==> src/hdl/lb_mem_pkg.sv <==
package lb_mem_pkg;

  localparam int XLEN = 32;

  // RISC-V load and store width codes
  localparam logic [2:0] FUNCT3_LB  = 3'b000;
  localparam logic [2:0] FUNCT3_LH  = 3'b001;
  localparam logic [2:0] FUNCT3_LW  = 3'b010;
  localparam logic [2:0] FUNCT3_LBU = 3'b100;
  localparam logic [2:0] FUNCT3_LHU = 3'b101;
  localparam logic [2:0] FUNCT3_SB  = 3'b000;
  localparam logic [2:0] FUNCT3_SH  = 3'b001;
  localparam logic [2:0] FUNCT3_SW  = 3'b010;

  // Transaction IDs on the read channels
  localparam logic ID_FETCH = 1'b0;
  localparam logic ID_DATA  = 1'b1;

  localparam int MEM_WORDS = 256;
  localparam int MEM_AW    = 8;

  // Cycles from address (or write data) acceptance to response
  localparam int SRAM_LAT = 2;

  // One bus word seen as a whole, as byte lanes or as halfword lanes
  typedef union packed {
    logic [XLEN-1:0]  word;
    logic [3:0][7:0]  bytes;
    logic [1:0][15:0] halves;
  } lane_word_u;

endpackage
==> src/hdl/lb_mem_bus_master.sv <==
module lb_mem_bus_master (
  input  logic                        clk,
  input  logic                        nrst,
  input  logic                        i_req_valid,
  input  logic                        i_req_we,
  input  logic                        i_req_id,
  input  logic [lb_mem_pkg::XLEN-1:0] i_req_addr,
  input  logic [lb_mem_pkg::XLEN-1:0] i_req_wdata,
  input  logic [3:0]                  i_req_wstrb,
  output logic                        o_req_done,
  output logic                        o_ar_valid,
  input  logic                        i_ar_ready,
  output logic [lb_mem_pkg::XLEN-1:0] o_ar_addr,
  output logic                        o_ar_id,
  output logic                        o_aw_valid,
  input  logic                        i_aw_ready,
  output logic [lb_mem_pkg::XLEN-1:0] o_aw_addr,
  output logic                        o_w_valid,
  input  logic                        i_w_ready,
  output logic [lb_mem_pkg::XLEN-1:0] o_w_data,
  output logic [3:0]                  o_w_strb,
  input  logic                        i_b_valid,
  output logic                        o_b_ready,
  input  logic                        i_r_valid,
  input  logic                        i_r_ready
);
  import lb_mem_pkg::*;

  typedef enum logic [2:0] {
    ST_IDLE,
    ST_AR,
    ST_R,
    ST_AW,
    ST_W,
    ST_B
  } bus_state_t;

  bus_state_t state_q;
  bus_state_t state_d;
  logic       r_fire;
  logic       b_fire;

  assign r_fire = (state_q == ST_R) & i_r_valid & i_r_ready;
  assign b_fire = (state_q == ST_B) & i_b_valid;

  always_comb begin
    state_d = state_q;
    case (state_q)
      ST_IDLE: begin
        if (i_req_valid) begin
          state_d = i_req_we ? ST_AW : ST_AR;
        end
      end
      ST_AR: if (i_ar_ready) state_d = ST_R;
      ST_R:  if (r_fire) state_d = ST_IDLE;
      ST_AW: if (i_aw_ready) state_d = ST_W;
      ST_W:  if (i_w_ready) state_d = ST_B;
      ST_B:  if (b_fire) state_d = ST_IDLE;
      default: state_d = ST_IDLE;
    endcase
  end

  always_ff @(posedge clk) begin
    if (!nrst) begin
      state_q <= ST_IDLE;
    end else begin
      state_q <= state_d;
    end
  end

  // Each channel is only active in its own state
  assign o_ar_valid = (state_q == ST_AR);
  assign o_aw_valid = (state_q == ST_AW);
  assign o_w_valid  = (state_q == ST_W);
  assign o_b_ready  = (state_q == ST_B);

  // Request is already word aligned
  assign o_ar_addr = i_req_addr;
  assign o_ar_id   = i_req_id;
  assign o_aw_addr = i_req_addr;
  assign o_w_data  = i_req_wdata;
  assign o_w_strb  = i_req_wstrb;

  // Releases the request stage on the last handshake
  assign o_req_done = r_fire | b_fire;

endmodule

==> config.mk <==
export PLATFORM = sky130hd
export DESIGN_NAME = lb_mem_bus_master
export DESIGN_NICKNAME = d
export VERILOG_FILES = /design/src/hdl/lb_mem_pkg.sv /design/src/hdl/lb_mem_bus_master.sv
export SDC_FILE = /design/constraint.sdc
export NUM_CORES = 1
export LEC_CHECK = 0
export BUFFER_PORTS_ARGS = -buffer_cell sky130_fd_sc_hd__buf_4
export CAP_MARGIN = 20
export CORE_AREA = 3 3 70 72
export DETAILED_ROUTE_END_ITERATION = 16
export DIE_AREA = 0 0 73 75
export PLACE_DENSITY = 0.74
export SETUP_SLACK_MARGIN = 0.1
export SYNTH_ARGS = -nofsm -noshare
export SYNTH_HDL_FRONTEND = slang
export SYNTH_SLANG_ARGS = --single-unit
==> constraint.sdc <==
create_clock -name clk -period 3.5 [get_ports clk]
set_clock_uncertainty 0.1 [all_clocks]
set_input_delay 0.35 -clock clk [delete_from_list [all_inputs] [get_ports clk]]
set_output_delay 0.35 -clock clk [all_outputs]
set_load 0.05 [all_outputs]
==> flow_summary.ini <==
[timing]
final_max_slew_viol_count = 0
final_hold_viol_count = 0
tns_ns = 0
slew_headroom = 0.6625
fmax_ghz = 0.5512
setup_viol = 0
fin_crit_sh = 0.5183
min_period_ns = 1.814
fin_ws_ns = 1.686
rsz0062_at_grt = false
tightest_slew_ns = 0.5017

[yosys]
synth_warnings = 0
syn_area_mm2 = 0.001046
ys_types = 21
synth_seq_cells = 3
avgSynthCellArea_um2 = 7.691
ys_top_cells_by_count = 101 x buf_4, 6 x nor2_1
async_flop_share = 0
syn-num-nets = 215
synth_top_area_cell = buf_4
seq_area_frac_synth = 0.05742
ys.flop_type = dfxtp_1
synth_edf_count = 0
synth_most_common_cell = buf_4
synth_top_area_frac = 0.7249
synth_cells = 136
synth.area.top_cells = buf_4 72%, dfxtp_1 5.7%, mux2i_1 2.9%, nor2_1 2.2%, a211oi_4 1.9%

[layout]
layout.nets = 131
area_delta_synth_final_pct = -53.47
top_regs = state_q (3)
n_antenna_cell = 0
largest_register = state_q
drive_above_1_share = 0.4118
largest_register_ffs = 3
fillCellCount = 496

[die]
core_area_mm2 = 0.004354
initial_core_util = 0.2402
dieArea_mm2 = 0.005475
row_count = 24
ios = 185
die_h_um = 75
die_w_um = 73

[cts]
clkTransAtPathRegs_ns = 0.03
cts_made_buffers = 3
cts_setup_buffers = 0
cts_tree = done
cts-resized-gates = 0
cts_sinks = 3
cts.path.max_buffers = 2
clockRootBuffer = clkbuf_8
cts_hold_buffers = 0
htree_levels = 1
insertion_delay_ns = 0.22

[placed_design]
gp_congestion = 0.7050
numPortBuffers = 14
pre_cts_slack_ns = 1.915

[worst_setup_path]
crit_type = flop to output port
critPathLaunchType = flop
critPathMaxFanout = 12
required_ns = 3.05
cp_slowest_cell = dfxtp_1
path_cells = inv_1 > nor2_1 > a22o_1 > buf_4
cp-end-kind = output port
crit_arrival_ns = 1.36
critPathMaxStageDelay_ns = 0.55

[route]
dr.pass1.iters = 4
ant_nets = 0
drc = 0
drtIter0Drc = 21
viasPerCell = 3.767
wire_per_inst_um = 15.27
routed_wl_um = 1573
via_count = 388

[global_routing]
antenna_found_initial = 0
grt_overflow = 0
grt_pass1_vias = 403
track_usage = 0.05184
grt_pass1_wl_um = 2076
grt_max_degree = 13

[power]
power.density_mw_per_mm2 = 950.5
p_leak_nw = 0.1997
ir_drop_mv = 0.1703

[flow_run]
maxCapViolations = 0

[run_status]
outcome = complete, no violations

[worst_hold_path]
hold_class = input port to flop
[cell type report]
cell class / instances / area [um^2] / share of cell area
Clock buffer: 4 / 45.04 / 0.09254
Timing Repair Buffer: 14 / 105.1 / 0.2159
Tap cell: 52 / 65.06 / 0.1337
Inverter: 3 / 11.26 / 0.02314
Sequential cell: 3 / 60.06 / 0.1234
Multi-Input combinational cell: 27 / 200.2 / 0.4113
[cells in the final DEF, fill, tap and decap left out, drive strengths merged]
master / n
buf: 14
nor2: 6
clkbuf: 4
inv: 3
nor2b: 3
mux2i: 3
dfxtp: 3
nor3: 2
nand2: 2
nand2b: 1
and2: 1
a22o: 1
or4: 1
a2bb2oi: 1
and4bb: 1
nor4: 1
a211oi: 1
o21ai: 1
o21a: 1
a221oi: 1
[stage by stage]
step / cell area (um^2) / cells / power, W / util / hold WS, ns
final: 486.7 / 103 / 0.0004626 / 0.1118 / 0.3110
after global placement: 441.7 / 99 / 0.0003589 / 0.1014 / 0.4568
after detailed placement: 441.7 / 99 / 0.0003619 / 0.1014 / 0.4726
after CTS: 486.7 / 103 / 0.0004666 / 0.1118 / 0.3097
after global routing: 486.7 / 103 / 0.0004926 / 0.1118 / 0.3243
after floorplan: 1046 / 136 / 0.0006242 / - / 0.3989
[report_power, final]
part	leakage, nW	switching, W	total, W	internal [W]
combinational	0.152	0.000153	0.000264	0.000111
clock	0.0228	0.0000240	0.000102	0.0000778
sequential	0.0248	0.0000441	0.0000968	0.0000527
total	0.200	0.000221	0.000463	0.000241
[worst max-delay path, delay by kind of cell, from the launching register on]
family | cells | cell delay [ns]
and+or+nand+nor | 1 | 0.17
AOI/OAI and AO/OA | 1 | 0.14
DFF | 1 | 0.55
buffers and inverters | 2 | 0.29
[worst paths after layout]
path                                               from                      end  slack (ns)  depth (start not counted)
worst max-delay path            state_q[0]$_SDFFE_PN0P_               o_req_done        1.69                          4
worst min-delay path                               nrst  state_q[0]$_SDFFE_PN0P_        0.31                          3
worst max register to register  state_q[1]$_SDFFE_PN0P_  state_q[2]$_SDFFE_PN0P_        1.92                          4
worst min register to register  state_q[2]$_SDFFE_PN0P_  state_q[2]$_SDFFE_PN0P_        0.48                          2
[layer usage]
layer	up-vias	wire (um)	track usage	share of wire
met3	39	278	0.03471	0.18
li1	155	-	-	-
met5	-	0	0	0
met4	0	274	0.1045	0.17
met2	39	558	0.05263	0.35
met1	155	462	0.04542	0.29
[kinds of logic (layout without fill, tap and decap cells)]
logic type / count (synthesis) / after routing / synth area share
AOI/OAI and AO/OA: 6 / 6 / 0.06579
buffers and inverters: 106 / 21 / 0.7512
DFF: 3 / 3 / 0.05742
muxes: 3 / 3 / 0.02871
and+or+nand+nor: 18 / 18 / 0.09691
Power figures use the tool's default switching activity.
