[config.mk]
export PLATFORM = sky130hd
export DESIGN_NAME = lb_mem_load_extract
export DESIGN_NICKNAME = d
export VERILOG_FILES = /design/src/hdl/lb_mem_pkg.sv /design/src/hdl/lb_mem_load_extract.sv
export SDC_FILE = /design/constraint.sdc
export NUM_CORES = 1
export LEC_CHECK = 0
export BUFFER_PORTS_ARGS = -buffer_cell sky130_fd_sc_hd__clkbuf_2
export CORE_MARGIN = 5
export CORE_UTILIZATION = 28
export DETAILED_ROUTE_END_ITERATION = 8
export PLACE_DENSITY = 0.67
export SLEW_MARGIN = 15
export SYNTH_ARGS = -nofsm -noshare
export SYNTH_HDL_FRONTEND = slang
export SYNTH_SLANG_ARGS = --single-unit
[constraint.sdc]
create_clock -name vclk -period 1.6
set_input_delay 0 -clock vclk [all_inputs]
set_output_delay 0 -clock vclk [all_outputs]
set_load 0.02 [all_outputs]
[src/hdl/lb_mem_pkg.sv]
package lb_mem_pkg;

  localparam int XLEN = 32;

  // RISC-V load and store width codes
  localparam logic [2:0] FUNCT3_LB  = 3'b000;
  localparam logic [2:0] FUNCT3_LH  = 3'b001;
  localparam logic [2:0] FUNCT3_LW  = 3'b010;
  localparam logic [2:0] FUNCT3_LBU = 3'b100;
  localparam logic [2:0] FUNCT3_LHU = 3'b101;
  localparam logic [2:0] FUNCT3_SB  = 3'b000;
  localparam logic [2:0] FUNCT3_SH  = 3'b001;
  localparam logic [2:0] FUNCT3_SW  = 3'b010;

  // Transaction IDs on the read channels
  localparam logic ID_FETCH = 1'b0;
  localparam logic ID_DATA  = 1'b1;

  localparam int MEM_WORDS = 256;
  localparam int MEM_AW    = 8;

  // Cycles from address (or write data) acceptance to response
  localparam int SRAM_LAT = 2;

  // One bus word seen as a whole, as byte lanes or as halfword lanes
  typedef union packed {
    logic [XLEN-1:0]  word;
    logic [3:0][7:0]  bytes;
    logic [1:0][15:0] halves;
  } lane_word_u;

endpackage
[src/hdl/lb_mem_load_extract.sv]
module lb_mem_load_extract (
  input  logic                        i_r_valid,
  input  logic [lb_mem_pkg::XLEN-1:0] i_r_data,
  input  logic                        i_r_id,
  input  logic [2:0]                  i_funct,
  input  logic [1:0]                  i_lsb,
  input  logic                        i_d_ready,
  output logic                        o_r_ready,
  output logic                        o_f_valid,
  output logic [lb_mem_pkg::XLEN-1:0] o_f_inst,
  output logic                        o_d_valid,
  output logic [lb_mem_pkg::XLEN-1:0] o_d_rdata
);
  import lb_mem_pkg::*;

  lane_word_u rd_lanes;
  logic [7:0]  byte_sel;
  logic [15:0] half_sel;

  assign rd_lanes = i_r_data;
  assign byte_sel = rd_lanes.bytes[i_lsb];
  assign half_sel = rd_lanes.halves[i_lsb[1]];

  always_comb begin
    case (i_funct)
      FUNCT3_LB:  o_d_rdata = {{24{byte_sel[7]}}, byte_sel};
      FUNCT3_LBU: o_d_rdata = {24'd0, byte_sel};
      FUNCT3_LH:  o_d_rdata = {{16{half_sel[15]}}, half_sel};
      FUNCT3_LHU: o_d_rdata = {16'd0, half_sel};
      default:    o_d_rdata = rd_lanes.word;
    endcase
  end

  assign o_f_inst  = i_r_data;
  assign o_f_valid = i_r_valid & (i_r_id == ID_FETCH);
  assign o_d_valid = i_r_valid & (i_r_id == ID_DATA);

  // Fetch responses are never stalled
  assign o_r_ready = i_r_valid & ((i_r_id == ID_FETCH) | i_d_ready);

endmodule

==> load_flow_metrics.sql <==
INSERT INTO impl_metrics (metric_group, metric, value, unit) VALUES
('layout', 'clkbuf_count', '0', ''),
('setup_path', 'cp.buffers_inverters', '3', ''),
('pwr', 'power.share.sequential', '0', ''),
('setup_path', 'timing.critical_path.from_type', 'input port', ''),
('drt', 'top_layer_used', 'met3', ''),
('layout', 'commonest_non_fill_non_tap_cells_in_the_layout', 'clkbuf_2, inv_1, a21oi_1', ''),
('yosys', 'synth_xor_xnor_area_share', '0', ''),
('drt', 'detail_route.wl_per_cell', '13.2', 'µm'),
('timing', 'finalSetupViolations', '0', ''),
('yosys', 'seq_area_frac_synth', '0', ''),
('yosys', 'combinational_family_with_the_most_area_after_synthesis', 'compound AO/OA/AOI/OAI gates', ''),
('die', 'design.die.area', '4980', 'µm²'),
('drt', 'num_vias', '1301', ''),
('die', 'core_region_area', '3610', 'µm²'),
('timing', 'min_period_over_period', '0.921', ''),
('yosys', 'adder_cell_share_of_the_synthesized_area', '0', ''),
('setup_path', 'critPathMaxStageDelay', '0.54', 'ns'),
('drt', 'routed_wl', '3640', 'µm'),
('global_route', 'grt_use_total', '0.136', ''),
('drt', 'drt_first_pass_iters', '4', ''),
('place', 'finalWeightedCongestion', '0.813', ''),
('pwr', 'net-switching-power', '366', 'µW'),
('layout', 'syn_to_final_growth', '35.8', '%'),
('setup_path', 'endpoint_kind', 'output port', ''),
('layout', 'commonest_non_fill_non_tap_cell_in_the_layout', 'clkbuf_2', ''),
('setup_path', 'cp-startpoint', 'i_lsb[0]', ''),
('timing', 'shortest_period_the_worst_path_allows', '1.47', 'ns'),
('drt', 'drtAntennaViolNets', '0', ''),
('global_route', 'pin_count_of_the_biggest_net_entering_global_routing', '33', ''),
('setup_path', 'crit_top_cell', 'clkbuf_2', ''),
('pwr', 'ir_drop', '0.000128', 'V'),
('drt', 'met2_wl_post_dr', '1810', 'µm'),
('setup_path', 'kind_of_critical_path', 'in -> out', ''),
('layout', 'layout.sequential_cells', '0', ''),
('global_route', 'grt_pass1_vias', '1289', ''),
('global_route', 'antenna_found_initial', '0', ''),
('hold_path', 'min-delay-path-class', 'in -> out', ''),
('setup_path', 'critPathCapture', 'o_d_rdata[5]', ''),
('timing', 'tightestPinTransition', '0.345', 'ns'),
('drt', 'met3WireLength', '296', 'µm'),
('place', 'count_of_buffers_from_port_buffering', '107', ''),
('layout', 'area.sequential', '0', 'µm²'),
('drt', 'post_route_drc', '0', ''),
('yosys', 'post_synthesis_compound_gate_area_fraction', '0.365', ''),
('setup_path', 'critPathRequiredTime', '1.60', 'ns'),
('pwr', 'power_frac_clock', '0', ''),
('yosys', 'yosys-mux-area-fraction', '0.127', ''),
('setup_path', 'cp_cell_sequence', 'clkbuf_2 -> buf_4 -> or3b_2 -> and3_1 -> a221o_1 -> clkbuf_2', ''),
('pwr', 'leakage', '0.833', 'nW'),
('global_route', 'grt_first_pass_wirelength', '5940', 'µm'),
('die', 'die_h', '70.6', 'µm'),
('yosys', 'synth_simple_gate_area_frac', '0.152', ''),
('place', 'detailed_place_hpwl', '3020', 'µm'),
('drt', 'met1_length', '1530', 'µm'),
('pwr', 'p_int', '217', 'µW'),
('outcome', 'outcome', 'completed', ''),
('pwr', 'finalPower', '583', 'µW'),
('yosys', 'netlist_area', '1030', 'µm²'),
('layout', 'antenna-diode-count', '0', ''),
('die', 'floorplan.io_pins', '107', ''),
('global_route', 'globalRouteOverflowTotal', '0', ''),
('timing', 'slew-limit-headroom', '0.770', ''),
('timing', 'rsz0062_at_grt', 'false', ''),
('layout', 'final_nets', '270', ''),
('setup_path', 'worst-endpoint-arrival', '1.47', 'ns'),
('timing', 'final.setup.tns', '0', 'ns'),
('die', 'dieWidth', '70.6', 'µm'),
('drt', 'via_per_inst', '4.71', ''),
('yosys', 'ys_warn_count', '0', ''),
('timing', 'slew_violations', '0', ''),
('pwr', 'power_frac_comb', '1.000', '');
[cells in the mapped netlist]
cell type | number | share of area
buf_4 | 32 | 0.23
o22a_1 | 2 | 0.017
a21boi_0 | 1 | 0.0073
buf_2 | 1 | 0.0049
nand2_1 | 9 | 0.033
nand3b_1 | 1 | 0.0073
and2_1 | 1 | 0.0061
a2bb2oi_1 | 1 | 0.0085
o21bai_1 | 1 | 0.0073
nor3_1 | 2 | 0.0097
mux2i_1 | 4 | 0.039
o221ai_1 | 5 | 0.043
nand2b_1 | 1 | 0.0061
a221oi_4 | 1 | 0.026
buf_6 | 2 | 0.022
and2_2 | 1 | 0.0073
a221o_1 | 3 | 0.029
o21ai_0 | 6 | 0.029
a221oi_1 | 1 | 0.0085
or3b_2 | 1 | 0.0085
a21oi_1 | 17 | 0.083
a22oi_1 | 8 | 0.058
nor2b_1 | 6 | 0.037
clkbuf_1 | 6 | 0.022
a21o_1 | 4 | 0.029
a311o_1 | 2 | 0.019
mux4_2 | 1 | 0.022
inv_1 | 20 | 0.073
mux2_2 | 6 | 0.066
nor2_1 | 7 | 0.026
and3_1 | 2 | 0.012
[cell families (layout without fill, tap and decap cells)]
kind of cell | Yosys count | after routing
simple gates | 31 | 31
buf+inv | 61 | 134
mux | 11 | 11
compound gates | 52 | 52
[metrics by stage]
step                 util  hold slack, ns  setup WS (ns)  area, µm²  std cells
finish              0.387           0.234          0.126       1400        276
global route        0.387           0.242         0.0343       1400        276
CTS                 0.384           0.235          0.106       1390        276
detailed placement  0.384           0.234          0.106       1390        276
global placement    0.384           0.235          0.137       1390        276
floorplan               -          0.0781          0.280       1030        155
[per-layer routing]
| layer | GRT usage | vias to the layer above |
|---|---|---|
| met4 | 0 | 0 |
| met1 | 0.178 | 573 |
| met2 | 0.255 | 64 |
| met3 | 0.0142 | 0 |
| met5 | 0 | - |
| li1 | - | 664 |
[power by group through the flow]
stage / clock network (mW) / logic [mW] / registers [mW]
after floorplan: 0 / 0.412 / 0
after global placement: 0 / 0.579 / 0
after detailed placement: 0 / 0.584 / 0
after CTS: 0 / 0.586 / 0
after global routing: 0 / 0.636 / 0
final: 0 / 0.583 / 0
[worst min path at each step]
stage | start | end | slack (ns) | cells after the start
2_1_floorplan | i_r_id | o_f_valid | 0.08 | 1
3_3_place_gp | i_r_data[20] | o_f_inst[20] | 0.24 | 2
3_5_place_dp | i_r_data[20] | o_f_inst[20] | 0.23 | 2
4_1_cts | i_r_data[20] | o_f_inst[20] | 0.24 | 2
5_1_grt | i_r_data[20] | o_f_inst[20] | 0.24 | 2
6_report | i_r_data[20] | o_f_inst[20] | 0.23 | 2
[what timing repair did]
| item | 4_1_cts | 5_1_grt |
|---|---|---|
| endpoints found under the setup margin | 0 | 3 |
| endpoints found under the hold margin | 0 | 0 |
| hold buffers | 0 | 0 |
| resized for setup | 0 | 2 |
[area by class of cell]
class | instances | area, µm²
fill | 419 | 2210
multi-input combinational | 94 | 668
timing repair buffer | 114 | 592
inverter | 20 | 75.1
tap | 48 | 60.1
Power figures use the tool's default switching activity.
