==> config.mk <==
export PLATFORM = sky130hd
export DESIGN_NAME = lb_mem_request_stage
export DESIGN_NICKNAME = d
export VERILOG_FILES = /design/src/hdl/lb_mem_pkg.sv /design/src/hdl/lb_mem_request_stage.sv
export SDC_FILE = /design/constraint.sdc
export NUM_CORES = 1
export LEC_CHECK = 0
export BUFFER_PORTS_ARGS = -buffer_cell sky130_fd_sc_hd__buf_2
export CORE_MARGIN = 10
export CORE_UTILIZATION = 44
export CTS_BUF_LIST = sky130_fd_sc_hd__clkbuf_4 sky130_fd_sc_hd__clkbuf_8 sky130_fd_sc_hd__clkbuf_16
export DETAILED_ROUTE_END_ITERATION = 6
export GPL_ROUTABILITY_DRIVEN = 0
export GPL_TIMING_DRIVEN = 0
export PLACE_DENSITY = 0.81
export SLEW_MARGIN = 20
export SYNTH_ARGS = -nofsm -noshare
export SYNTH_HDL_FRONTEND = slang
export SYNTH_SLANG_ARGS = --single-unit
==> constraint.sdc <==
create_clock -name clk -period 1.85 [get_ports clk]
set_input_delay 0.0925 -clock clk [delete_from_list [all_inputs] [get_ports clk]]
set_output_delay 0.0925 -clock clk [all_outputs]
set_load 0.1 [all_outputs]
==> src/hdl/lb_mem_pkg.sv <==
package lb_mem_pkg;

  localparam int XLEN = 32;

  // RISC-V load and store width codes
  localparam logic [2:0] FUNCT3_LB  = 3'b000;
  localparam logic [2:0] FUNCT3_LH  = 3'b001;
  localparam logic [2:0] FUNCT3_LW  = 3'b010;
  localparam logic [2:0] FUNCT3_LBU = 3'b100;
  localparam logic [2:0] FUNCT3_LHU = 3'b101;
  localparam logic [2:0] FUNCT3_SB  = 3'b000;
  localparam logic [2:0] FUNCT3_SH  = 3'b001;
  localparam logic [2:0] FUNCT3_SW  = 3'b010;

  // Transaction IDs on the read channels
  localparam logic ID_FETCH = 1'b0;
  localparam logic ID_DATA  = 1'b1;

  localparam int MEM_WORDS = 256;
  localparam int MEM_AW    = 8;

  // Cycles from address (or write data) acceptance to response
  localparam int SRAM_LAT = 2;

  // One bus word seen as a whole, as byte lanes or as halfword lanes
  typedef union packed {
    logic [XLEN-1:0]  word;
    logic [3:0][7:0]  bytes;
    logic [1:0][15:0] halves;
  } lane_word_u;

endpackage
==> src/hdl/lb_mem_request_stage.sv <==
module lb_mem_request_stage (
  input  logic                        clk,
  input  logic                        nrst,
  input  logic                        i_f_valid,
  output logic                        o_f_ready,
  input  logic [lb_mem_pkg::XLEN-1:0] i_f_pc,
  input  logic                        i_d_valid,
  output logic                        o_d_ready,
  input  logic [lb_mem_pkg::XLEN-1:0] i_d_addr,
  input  logic [lb_mem_pkg::XLEN-1:0] i_d_wdata,
  input  logic                        i_d_we,
  input  logic [2:0]                  i_d_funct,
  input  logic                        i_req_done,
  output logic                        o_req_valid,
  output logic                        o_req_we,
  output logic                        o_req_id,
  output logic [lb_mem_pkg::XLEN-1:0] o_req_addr,
  output logic [lb_mem_pkg::XLEN-1:0] o_req_wdata,
  output logic [3:0]                  o_req_wstrb,
  output logic [2:0]                  o_req_funct,
  output logic [1:0]                  o_req_lsb
);
  import lb_mem_pkg::*;

  logic       req_valid_q;
  logic       f_fire;
  logic       d_fire;
  lane_word_u st_lanes;
  logic [3:0] st_strb;

  // Fetch always wins, data waits for a quiet fetch port
  assign o_f_ready = ~req_valid_q;
  assign o_d_ready = ~req_valid_q & ~i_f_valid;
  assign f_fire    = i_f_valid & o_f_ready;
  assign d_fire    = i_d_valid & o_d_ready;

  // Narrow stores are copied onto every lane, the strobe picks the lane
  always_comb begin
    case (i_d_funct)
      FUNCT3_SB: st_lanes.bytes = {4{i_d_wdata[7:0]}};
      FUNCT3_SH: st_lanes.halves = {2{i_d_wdata[15:0]}};
      default:   st_lanes.word = i_d_wdata;
    endcase
  end

  always_comb begin
    st_strb = 4'b0000;
    if (i_d_we) begin
      case (i_d_funct)
        FUNCT3_SB: st_strb = 4'b0001 << i_d_addr[1:0];
        FUNCT3_SH: st_strb = i_d_addr[1] ? 4'b1100 : 4'b0011;
        default:   st_strb = 4'b1111;
      endcase
    end
  end

  always_ff @(posedge clk) begin
    if (!nrst) begin
      req_valid_q <= 1'b0;
    end else if (f_fire || d_fire) begin
      req_valid_q <= 1'b1;
    end else if (i_req_done) begin
      req_valid_q <= 1'b0;
    end
  end

  always_ff @(posedge clk) begin
    if (f_fire) begin
      o_req_we    <= 1'b0;
      o_req_id    <= ID_FETCH;
      o_req_addr  <= {i_f_pc[XLEN-1:2], 2'b00};
      o_req_wdata <= '0;
      o_req_wstrb <= 4'b0000;
      o_req_funct <= FUNCT3_LW;
      o_req_lsb   <= 2'b00;
    end else if (d_fire) begin
      o_req_we    <= i_d_we;
      o_req_id    <= ID_DATA;
      o_req_addr  <= {i_d_addr[XLEN-1:2], 2'b00};
      o_req_wdata <= st_lanes.word;
      o_req_wstrb <= st_strb;
      o_req_funct <= i_d_funct;
      o_req_lsb   <= i_d_addr[1:0];
    end
  end

  assign o_req_valid = req_valid_q;

endmodule

==> results of run 1 <==
==> power groups by stage <==
stage	combinational, mW	sequential (mW)	clock (mW)
final	1.99	1.96	1.59
after global routing	2.08	1.98	1.69
after CTS	2.00	1.96	1.61
after detailed placement	2.00	2.00	0
after global placement	1.98	1.99	0
after floorplan	0.357	3.24	0
==> sequential cells by signal, indices dropped and copies added, names as in the netlist <==
name and count:
o_req_wdata 32, o_req_addr 30, o_req_wstrb 4, o_req_funct 3, o_req_lsb 2, o_req_id 1, o_req_valid 1, o_req_we 1
==> cell type report <==
type | instances | area (um^2) | share of cell area
multi-input cells | 243 | 1230 | 0.276
clock buffers | 12 | 164 | 0.0368
repair buffers | 178 | 891 | 0.200
flip-flops and latches | 74 | 1790 | 0.401
plain buffers | 27 | 150 | 0.0337
well taps | 96 | 120 | 0.0270
clock inverters | 4 | 97.6 | 0.0219
inverters | 3 | 18.8 | 0.00421
==> metrics by stage <==
step | util | std cells | setup WS [ns] | total power [mW] | setup TNS, ns
final | 0.648 | 637 | 0.194 | 5.54 | 0
after global routing | 0.648 | 637 | 0.0761 | 5.75 | 0
after CTS | 0.648 | 637 | 0.165 | 5.58 | 0
after detailed placement | 0.610 | 621 | 0.190 | 4.00 | 0
after global placement | 0.610 | 621 | 0.242 | 3.98 | 0
after floorplan | - | 347 | -0.365 | 3.59 | -10.96
==> cell usage after synthesis <==
master,instances,share of area
buf_6,2,0.0071
buf_4,3,0.0071
a21oi_1,12,0.019
or3b_1,1,0.0028
conb_1,1,0.0012
a32o_1,4,0.013
nand3_1,2,0.0032
nor3b_2,1,0.0040
nand3_2,7,0.022
clkbuf_1,4,0.0048
or3_1,1,0.0020
inv_1,3,0.0036
nand2_1,132,0.16
nand2b_1,2,0.0040
o21ai_1,8,0.013
o21ai_0,29,0.046
edfxtp_1,30,0.29
dfxtp_1,44,0.28
a211o_1,8,0.022
nor3_2,1,0.0032
mux2i_1,8,0.025
a22o_1,1,0.0028
nor2_1,5,0.0059
nor2b_1,2,0.0040
a31oi_1,16,0.032
buf_2,18,0.029
a21boi_0,1,0.0024
==> path summary, 6_finish.rpt <==
check / endpoint / startpoint / cells after the start
max: o_req_addr[10] / o_req_valid / 3
min: o_req_addr[31] / i_f_pc[31] / 3
max reg2reg: o_req_addr[10] / o_req_valid / 3
min reg2reg: o_req_wdata[17] / o_req_wdata[17] / 2
==> per-layer routing <==
layer	track usage	vias to the layer above	wire length (um)
met3	0.0792	7	1270
met4	0.0304	0	52
li1	-	1554	-
met1	0.219	1432	4450
met2	0.310	177	4970
met5	0	-	0
==> kinds of logic after synthesis <==
kind of cell,after synthesis,share of synthesized area
other,1,0.00119
AOI/OAI and AO/OA,79,0.149
and+or+nand+nor,154,0.208
muxes,8,0.0254
DFF,74,0.565
buffers and inverters,30,0.0511
==> critical path: cells and delay by family (launching register included) <==
family	cells	cell delay [ns]
flip-flops	1	0.40
buffers and inverters	2	0.67
AO/OA/AOI/OAI	1	0.12
==> results by group, run 1 <==
Worst setup path
  – Crit start category: register
  – Largest stage delay, worst path: 0.56 ns
  – Worst EP arrival: around 1.5 ns
  – Crit-path most repeated cell: clkinvlp_4
  – CP max-delay cell: clkinvlp_4
  – Worst setup EP type: register
  – Worst reg-to-reg setup slack: around 0.19 ns
  – Crit-path max FO: 30
  – Crit Path Class: reg2reg
  – Worst-path cell chain: clkinvlp_4 > o21ai_4 > clkinvlp_4
  – CP required: about 1.7 ns

Hold path
  – HP Class: in2reg

STA
  – Finish-stage setup viols: 0
  – Final Cycle Share: 0.895
  – Hold Vio Cnt, Final: 0
  – Fmax achieved: a little over 600 MHz
  – Slew Viols, Final: 0
  – Post-Route Skew: between 0.006 and 0.007 ns
  – Unrepaired setup endpoints after global routing: no
  – Final hold slack: between 0.01 and 0.015 ns
  – Final min period: around 1.7 ns
  – Max_slew headroom: 0.600
  – Worst Tran Pin Value: between 0.5 and 0.6 ns

Global routing
  – Total GRT Usage: 0.185
  – First-pass GRT wire length: roughly 17000 um
  – Number of global-route vias before repair: around 3.3k
  – Initial antenna violation count: 0
  – Grt ovf: 0
  – Largest net degree at the start of global routing: 31

Flow run
  – Maxcap violations: 0

Clocking
  – Clock Latency Late Sink: 0.33 ns
  – TritonCTS clock tree: built
  – Clock buffer depth: 2
  – Clk root buf: clkbuf_8
  – Worst-path clk slew: about 0.08 ns
  – Cts repair resizes: 0
  – CTS Buf Count: 9
  – Postcts setup bufs: 0
  – CTS H-tree depth: 3
  – Clock sink total: between 70 and 80
  – Hold_buf cts: 0

Die
  – Core Box Area: roughly 6900 um^2
  – DIE HEIGHT: between 100 and 150 um
  – Die area: approximately 11000 um^2
  – Starting density of the core: 0.459
  – Row Count: 30
  – Ports: ~180
  – Die W: around 100 um

Power
  – Internal power: ~3.2 mW
  – Peak VDD IR: slightly below 0.7 mV
  – Reg power frac: 0.354
  – Psw: around 2.3 mW
  – Comb pwr share: 0.360
  – Clk pwr share: 0.286
  – Pwr/cell area: 1240 nW/um^2
  – Leakage power: about 2.2 nW
  – Switching Fraction: 0.417

Final layout
  – Most frequent cells in the layout: 196 x buf_2, 132 x nand2_1, 43 x dfxtp_1
  – # diodes: 0
  – Syn-to-layout area delta: 41.2%
  – Design area: around 4500 um^2
  – Fill cells: 586
  – Most common cell after layout, fill and taps aside: buf_2
  – Final #Nets: 641
  – Fraction of layout cells with a size suffix above 1: 0.425

Placed design
  – Port bufs: 178
  – DP Area: about 4200 um^2
  – Final HPWL DP: between 8000 and 9000 um

Yosys
  – Mapped Cells: between 300 and 400
  – Syn_area_per_cell: just over 9 um^2
  – Seq/Total Area, Yosys: 0.565
  – Post-synth cell types: 27
  – Synth warn: 0
  – Synth Register Bits: between 70 and 80
  – Mapped cell area: around 3200 um^2

Routing
  – Antenna viol nets, final: 0
  – First DRT Iteration DRCs: between 150 and 200
  – Drt wl/cell: approximately 17 um
  – Number of remaining DRC errors: 0
  – Via count: 3170
  – Vias per inst: roughly 5
  – Post-Route WL: ~11000 um
  – Pre-antenna DRT Iters: 4

Run status
  – Status: finished clean
(Power assumes the default switching activity.)
==> inputs of run 2 (changes only) <==
--- a/config.mk
+++ b/config.mk
@@ -11,7 +11,6 @@
 export CTS_BUF_LIST = sky130_fd_sc_hd__clkbuf_4 sky130_fd_sc_hd__clkbuf_8 sky130_fd_sc_hd__clkbuf_16
 export DETAILED_ROUTE_END_ITERATION = 6
 export GPL_ROUTABILITY_DRIVEN = 0
-export GPL_TIMING_DRIVEN = 0
 export PLACE_DENSITY = 0.81
 export SLEW_MARGIN = 20
 export SYNTH_ARGS = -nofsm -noshare
==> run 2 against run 1 <==
Net effect:
- non-clock buffer count fell by 18
- fmax rose by 23%
- combinational power barely moved
- routed wire length fell by 4.9%
- largest cell class unchanged
- die area did not move
- highest routed layer unchanged
- largest power group unchanged
- utilization fell by 1.1 points
- register-to-register slack improved by 0.31 ns
- clock power fell by 11%
- sequential share of layout area rose by 0.69 points
==> results by group, run 2 (synthesized netlist as in run 1, its figures left out) <==
STA
  – Final hold slack: 0.0188 ns (+0.00484 ns)
  – Final Cycle Share: 0.726 (-0.169)
  – Hold Vio Cnt, Final: 0 (unchanged)
  – Slew Viols, Final: 0 (unchanged)
  – Crit path setup slack, layout: 0.506 ns (+0.312 ns)
  – Max_slew headroom: 0.657 (+0.0571)
  – Finish-stage setup viols: 0 (unchanged)
  – Worst Tran Pin Value: 0.518 ns (-0.0808 ns)
  – Unrepaired setup endpoints after global routing: no
  – Post-route setup TNS: 0 ns (unchanged)
  – Post-Route Skew: 0.00757 ns (+0.000754 ns)
  – Final min period: 1.34 ns (-0.312 ns)
  – Fmax achieved: 744 MHz (+23%)

Die
  – DIE HEIGHT: 105 um (unchanged)
  – Die area: 11000 um^2 (unchanged)
  – Ports: 183 (unchanged)
  – Die W: 105 um (unchanged)
  – Row Count: 30 (unchanged)
  – Core Box Area: 6870 um^2 (unchanged)
  – Starting density of the core: 0.459 (unchanged)

Routing
  – Antenna viol nets, final: 0 (unchanged)
  – First DRT Iteration DRCs: 150 (-5.7%)
  – Pre-antenna DRT Iters: 4 (unchanged)
  – Post-Route WL: 10200 um (-4.9%)
  – Via count: 3061 (-3.4%)
  – Number of remaining DRC errors: 0 (unchanged)
  – Drt wl/cell: 16.5 um (-2.1%)
  – Vias per inst: 4.95 (-0.63%)

Clocking
  – Clock sink total: 74 (unchanged)
  – CTS H-tree depth: 3 (unchanged)
  – Clock buffer depth: 2 (unchanged)
  – Worst-path clk slew: 0.08 ns (about the same)
  – Clock Latency Late Sink: 0.33 ns (about the same)
  – Postcts setup bufs: 0 (unchanged)
  – TritonCTS clock tree: built
  – Clk root buf: clkbuf_8
  – CTS Buf Count: 9 (unchanged)

Worst setup path
  – Worst setup EP type: output pin
  – CP required: 1.76 ns (+0.02 ns)
  – Crit Path Class: reg2out
  – Crit start category: register
  – Crit-path max FO: 8 (-73%)
  – Worst EP arrival: 1.25 ns (-0.29 ns)

Placed design
  – Placed insts: 602 (-3.1%)
  – Port bufs: 178 (unchanged)
  – Pre-CTS WS: 0.450 ns (+0.260 ns)
  – Final HPWL DP: 7990 um (-6.6%)

Final layout
  – Most common cell after layout, fill and taps aside: buf_2
  – # diodes: 0 (unchanged)
  – Most frequent cells in the layout: 178 x buf_2, 132 x nand2_1, 43 x dfxtp_1
  – Max reg flops: 32 (unchanged)
  – Final std cells w/o fill: 619 (-2.8%)
  – Top flop regs: o_req_wdata x32, o_req_addr x30, o_req_wstrb x4
  – Final Core Density: 0.638 (-0.0109)
  – Most flop-heavy register: o_req_wdata
  – Final #Nets: 623 (-2.8%)
  – Fraction of layout cells with a size suffix above 1: 0.415 (-0.0102)
  – Fill cells: 608 (+3.8%)
  – Syn-to-layout area delta: 38.8%

Global routing
  – Grt ovf: 0 (unchanged)
  – Number of global-route vias before repair: 3114 (-5.0%)
  – First-pass GRT wire length: 16000 um (-4.3%)
  – Largest net degree at the start of global routing: 52 (+68%)
  – Total GRT Usage: 0.177 (-0.00796)
  – Initial antenna violation count: 0 (unchanged)

Power
  – Peak VDD IR: 0.650 mV (-5.3%)
  – Leakage power: 2.13 nW (-2.9%)
  – Pwr/cell area: 1220 nW/um^2 (-1.7%)

Flow run
  – Maxcap violations: 0 (unchanged)

Hold path
  – HP Class: in2reg

Run status
  – Status: finished clean
## run 2: changes by cell type in the layout (fill, tap and decap cells not counted), moves of 2 or more
cell,change
buf_2,-18
bufinv_16,-2
buf_4,+4
clkbuf_1,-4
buf_6,-2
## run 2: per-layer routing
| layer | vias up | routed length, um | global-route usage |
|---|---|---|---|
| met5 | - | 0 | 0 |
| met2 | 162 | 4730 | 0.289 |
| li1 | 1518 | - | - |
| met1 | 1370 | 4150 | 0.202 |
| met4 | 0 | 123 | 0.0549 |
| met3 | 11 | 1200 | 0.0811 |
## run 2: path summary, 6_finish.rpt
| kind | slack (ns) | from | cells after the start | to |
|---|---|---|---|---|
| max | 0.51 | o_req_valid | 2 | o_d_ready |
| min | 0.02 | i_f_pc[25] | 3 | o_req_addr[25] |
| max reg2reg | 0.51 | o_req_valid | 4 | o_req_wdata[23] |
| min reg2reg | 0.46 | o_req_wdata[17] | 2 | o_req_wdata[17] |
## run 2: through the flow
step | cell area [um^2] | power (mW)
after floorplan | 3180 | 3.59
after global placement | 4130 | 3.96
after detailed placement | 4130 | 3.98
after CTS | 4380 | 5.40
after global routing | 4380 | 5.58
final | 4380 | 5.36
## run 2: worst max-delay path, cell delays in order, from the launching register on
cell	delay [ns]
dfxtp_4	0.39
nor2_1	0.10
buf_2	0.43
## run 2: power by group
group	total, mW	internal, mW	switching [mW]
sequential	1.96	1.89	0.0727
combinational	1.97	0.325	1.65
clock	1.42	0.838	0.578
total	5.36	3.05	2.30
## run 2: layout make-up
cell class / count / area (um^2) / share of cell area
multi-input cells: 243 / 1240 / 0.284
inverters: 3 / 18.8 / 0.00429
repair buffers: 187 / 973 / 0.222
clock buffers: 13 / 195 / 0.0446
well taps: 96 / 120 / 0.0274
clock inverters: 3 / 42.5 / 0.00971
flip-flops and latches: 74 / 1790 / 0.408
## run 2: what timing repair did
action	CTS	global route
hold buffers	1	0
resized for setup	0	0
endpoints found under the hold margin	1	0
==> inputs of run 3 (changes only) <==
--- a/config.mk
+++ b/config.mk
@@ -7,11 +7,11 @@
 export LEC_CHECK = 0
 export BUFFER_PORTS_ARGS = -buffer_cell sky130_fd_sc_hd__buf_2
 export CORE_MARGIN = 10
-export CORE_UTILIZATION = 44
+export CORE_UTILIZATION = 39
 export CTS_BUF_LIST = sky130_fd_sc_hd__clkbuf_4 sky130_fd_sc_hd__clkbuf_8 sky130_fd_sc_hd__clkbuf_16
 export DETAILED_ROUTE_END_ITERATION = 6
 export GPL_ROUTABILITY_DRIVEN = 0
-export PLACE_DENSITY = 0.81
+export PLACE_DENSITY = 0.76
 export SLEW_MARGIN = 20
 export SYNTH_ARGS = -nofsm -noshare
 export SYNTH_HDL_FRONTEND = slang
==> constraint.sdc (replaced) <==
create_clock -name clk -period 1.17 [get_ports clk]
set_input_delay 0.0585 -clock clk [delete_from_list [all_inputs] [get_ports clk]]
set_output_delay 0.0585 -clock clk [all_outputs]
set_load 0.1 [all_outputs]
==> run 3 against run 2 <==
Net effect:
- largest cell class is now non-clock buffers
- sequential share of layout area decreased by 8.2 points
- the flow now finishes with violations (setup timing)
- final cell count grew 13%
- die area grew 10%
- first-iteration DRC count up 41%
- power rose by 68%
- routed wire length grew 27%
- utilization rose by 7.3 points
- global-route usage increased by 1.9 points
- hold slack worse by 0.011 ns
- sequential cell count is the same
- clock power increased by 51%
==> results by group, run 3 (synthesized netlist as in run 1, its figures left out) <==
Global routing
  – First-pass GRT wire length: 18600 um (+16%)
  – Initial antenna violation count: 0 (unchanged)
  – Total GRT Usage: 0.196 (+0.0192)
  – Grt ovf: 0 (unchanged)
  – Number of global-route vias before repair: 3550 (+14%)
  – Largest net degree at the start of global routing: 31 (-40%)

Run status
  – Failing checks: setup timing
  – Status: finished, violations left

STA
  – Post-Route Skew: 0.0133 ns (+0.00577 ns)
  – Finish-stage setup viols: 95 (+95)
  – Unrepaired setup endpoints after global routing: yes
  – Final Cycle Share: 1.10
  – Fmax achieved: slightly below 800 MHz
  – Final min period: approximately 1.3 ns
  – Slew Viols, Final: 0 (unchanged)
  – Hold Vio Cnt, Final: 0 (unchanged)
  – Crit path setup slack, layout: -0.114 ns (-0.620 ns)

Power
  – Internal power: 5.22 mW (+71%)
  – Overall power: 9.01 mW (+68%)
  – Reg power frac: 0.350 (-0.017)
  – Psw: 3.79 mW (+65%)
  – Comb pwr share: 0.412 (+0.043)
  – Leakage power: 2.57 nW (+21%)
  – Switching Fraction: 0.420 (-0.00921)
  – Pwr/cell area: 1630 nW/um^2 (+33%)
  – Peak VDD IR: 0.955 mV (+47%)
  – Clk pwr share: 0.238 (-0.026)

Worst setup path
  – Worst reg-to-reg setup slack: -0.09 ns (-0.60 ns)
  – Worst EP arrival: 1.23 ns (-0.02 ns)
  – CP required: 1.11 ns (-0.65 ns)
  – CP max-delay cell: dfxtp_4
  – Largest stage delay, worst path: 0.40 ns (-0.03 ns)
  – Worst reg-to-reg path cell count: 4 (unchanged)
  – Crit Path Class: reg2out
  – Crit start category: register
  – R2r endpoint: o_req_wdata[23]
  – Reg2reg start: o_req_valid
  – Crit-path max FO: 6 (-2)
  – Worst setup EP type: output pin
  – Crit-path most repeated cell: buf_12
  – Worst-path cell chain: buf_12 > clkinvlp_4 > buf_6 > buf_12

Final layout
  – Final #Nets: 695 (+12%)
  – Fill cells: 527 (-13%)
  – Max reg flops: 32 (unchanged)
  – Multi-input logic area: 1290 um^2 (+3.6%)
  – Final Core Density: 0.710 (+0.0726)
  – Syn-to-layout area delta: 75.7%
  – FF+latch area: 1810 um^2 (+1.2%)
  – Top flop regs: o_req_wdata x32, o_req_addr x30, o_req_wstrb x4
  – Most frequent cells in the layout: 130 x nand2_1, 111 x buf_2, 55 x dlygate4sd3_1
  – Most common cell after layout, fill and taps aside: nand2_1
  – Final std cells w/o fill: 698 (+13%)
  – Most flop-heavy register: o_req_wdata
  – Fraction of layout cells with a size suffix above 1: 0.439 (+0.0237)

Routing
  – Via count: 3503 (+14%)
  – Number of remaining DRC errors: 0 (unchanged)
  – Pre-antenna DRT Iters: 6 (+2)
  – Drt wl/cell: 18.6 um (+13%)
  – Antenna viol nets, final: 0 (unchanged)
  – Vias per inst: 5.02 (+1.5%)
  – First DRT Iteration DRCs: 212 (+41%)
  – Post-Route WL: 13000 um (+27%)

Die
  – Core Box Area: 7810 um^2 (+14%)
  – Die W: 110 um (+5.0%)
  – Die area: 12100 um^2 (+10%)
  – Ports: 183 (unchanged)
  – DIE HEIGHT: 110 um (+5.0%)
  – Starting density of the core: 0.404 (-0.0552)
  – Row Count: 32 (+6.7%)

Clocking
  – Worst-path clk slew: 0.08 ns (about the same)
  – CTS H-tree depth: 3 (unchanged)
  – Clock buffer depth: 2 (unchanged)
  – Clock Latency Late Sink: 0.33 ns (about the same)
  – TritonCTS clock tree: built
  – Clock sink total: 74 (unchanged)
  – CTS Buf Count: 9 (unchanged)
  – Clk root buf: clkbuf_8

Hold path
  – Hold Crit Depth: 3 (unchanged)
  – Hold Crit Start: i_d_addr[31]
  – HP Class: in2reg
  – Hold Path Sink: o_req_addr[31]

Placed design
  – Port bufs: 178 (unchanged)
  – Placed insts: 621 (+3.2%)
  – Final HPWL DP: 8560 um (+7.2%)

Flow run
  – Maxcap violations: 0 (unchanged)
run 3: timing repair:
item | CTS | global route
hold buffers | 55 | 0
setup buffers | 1 | 0
endpoints found under the hold margin | 44 | 0
endpoints found under the setup margin | 116 | 135
gates resized for setup | 41 | 44
pin swaps | 3 | 2
cloned | 2 | 2
run 3: critical path: cells and delay by family (launching register included):
kind                   cells  cell delay (ns)
DFF                        1             0.40
buffers and inverters      4             0.49
run 3: through the flow:
stage | TNS [ns] | worst slack, ns | hold slack [ns] | instance area, um^2
detailed placement | -3.22 | -0.0964 | 0.319 | 4460
global placement | -1.21 | -0.0720 | 0.319 | 4460
floorplan | -43.43 | -1.04 | 0.184 | 3220
global route | -9.71 | -0.162 | 0.00859 | 5540
CTS | -4.75 | -0.137 | 0.0000761 | 5370
finish | -4.59 | -0.114 | 0.00758 | 5540
run 3: power groups by stage:
stage	Combinational [mW]	Clock, mW	Sequential, mW
floorplan	0.574	0	5.14
global placement	3.31	0	3.18
detailed placement	3.34	0	3.19
CTS	3.58	2.19	3.14
global route	3.86	2.27	3.18
finish	3.71	2.15	3.15
run 3: per-layer routing:
layer  wire (um)  track usage
met5           0            0
met4         145       0.0548
met3        1800       0.0895
met2        6320        0.334
met1        4710        0.216
run 3: worst max path at each step:
stage                            from               to  slack, ns  depth (start not counted)
after floorplan           o_req_valid   o_req_addr[10]      -1.04                          3
after global placement    o_req_valid  o_req_wdata[23]      -0.07                          4
after detailed placement  o_req_valid  o_req_wdata[23]       -0.1                          4
after CTS                 o_req_valid        o_f_ready      -0.14                          4
after global routing      o_req_valid        o_f_ready      -0.16                          4
final                     o_req_valid        o_f_ready      -0.11                          4
run 3: area by class of cell:
class | instances | area share
antenna | 1 | 0.000451
clock buffer | 11 | 0.0251
clock inverter | 5 | 0.0142
inverter | 3 | 0.00339
multi-input combinational | 243 | 0.232
sequential | 74 | 0.326
tap | 102 | 0.0230
timing repair buffer | 259 | 0.376
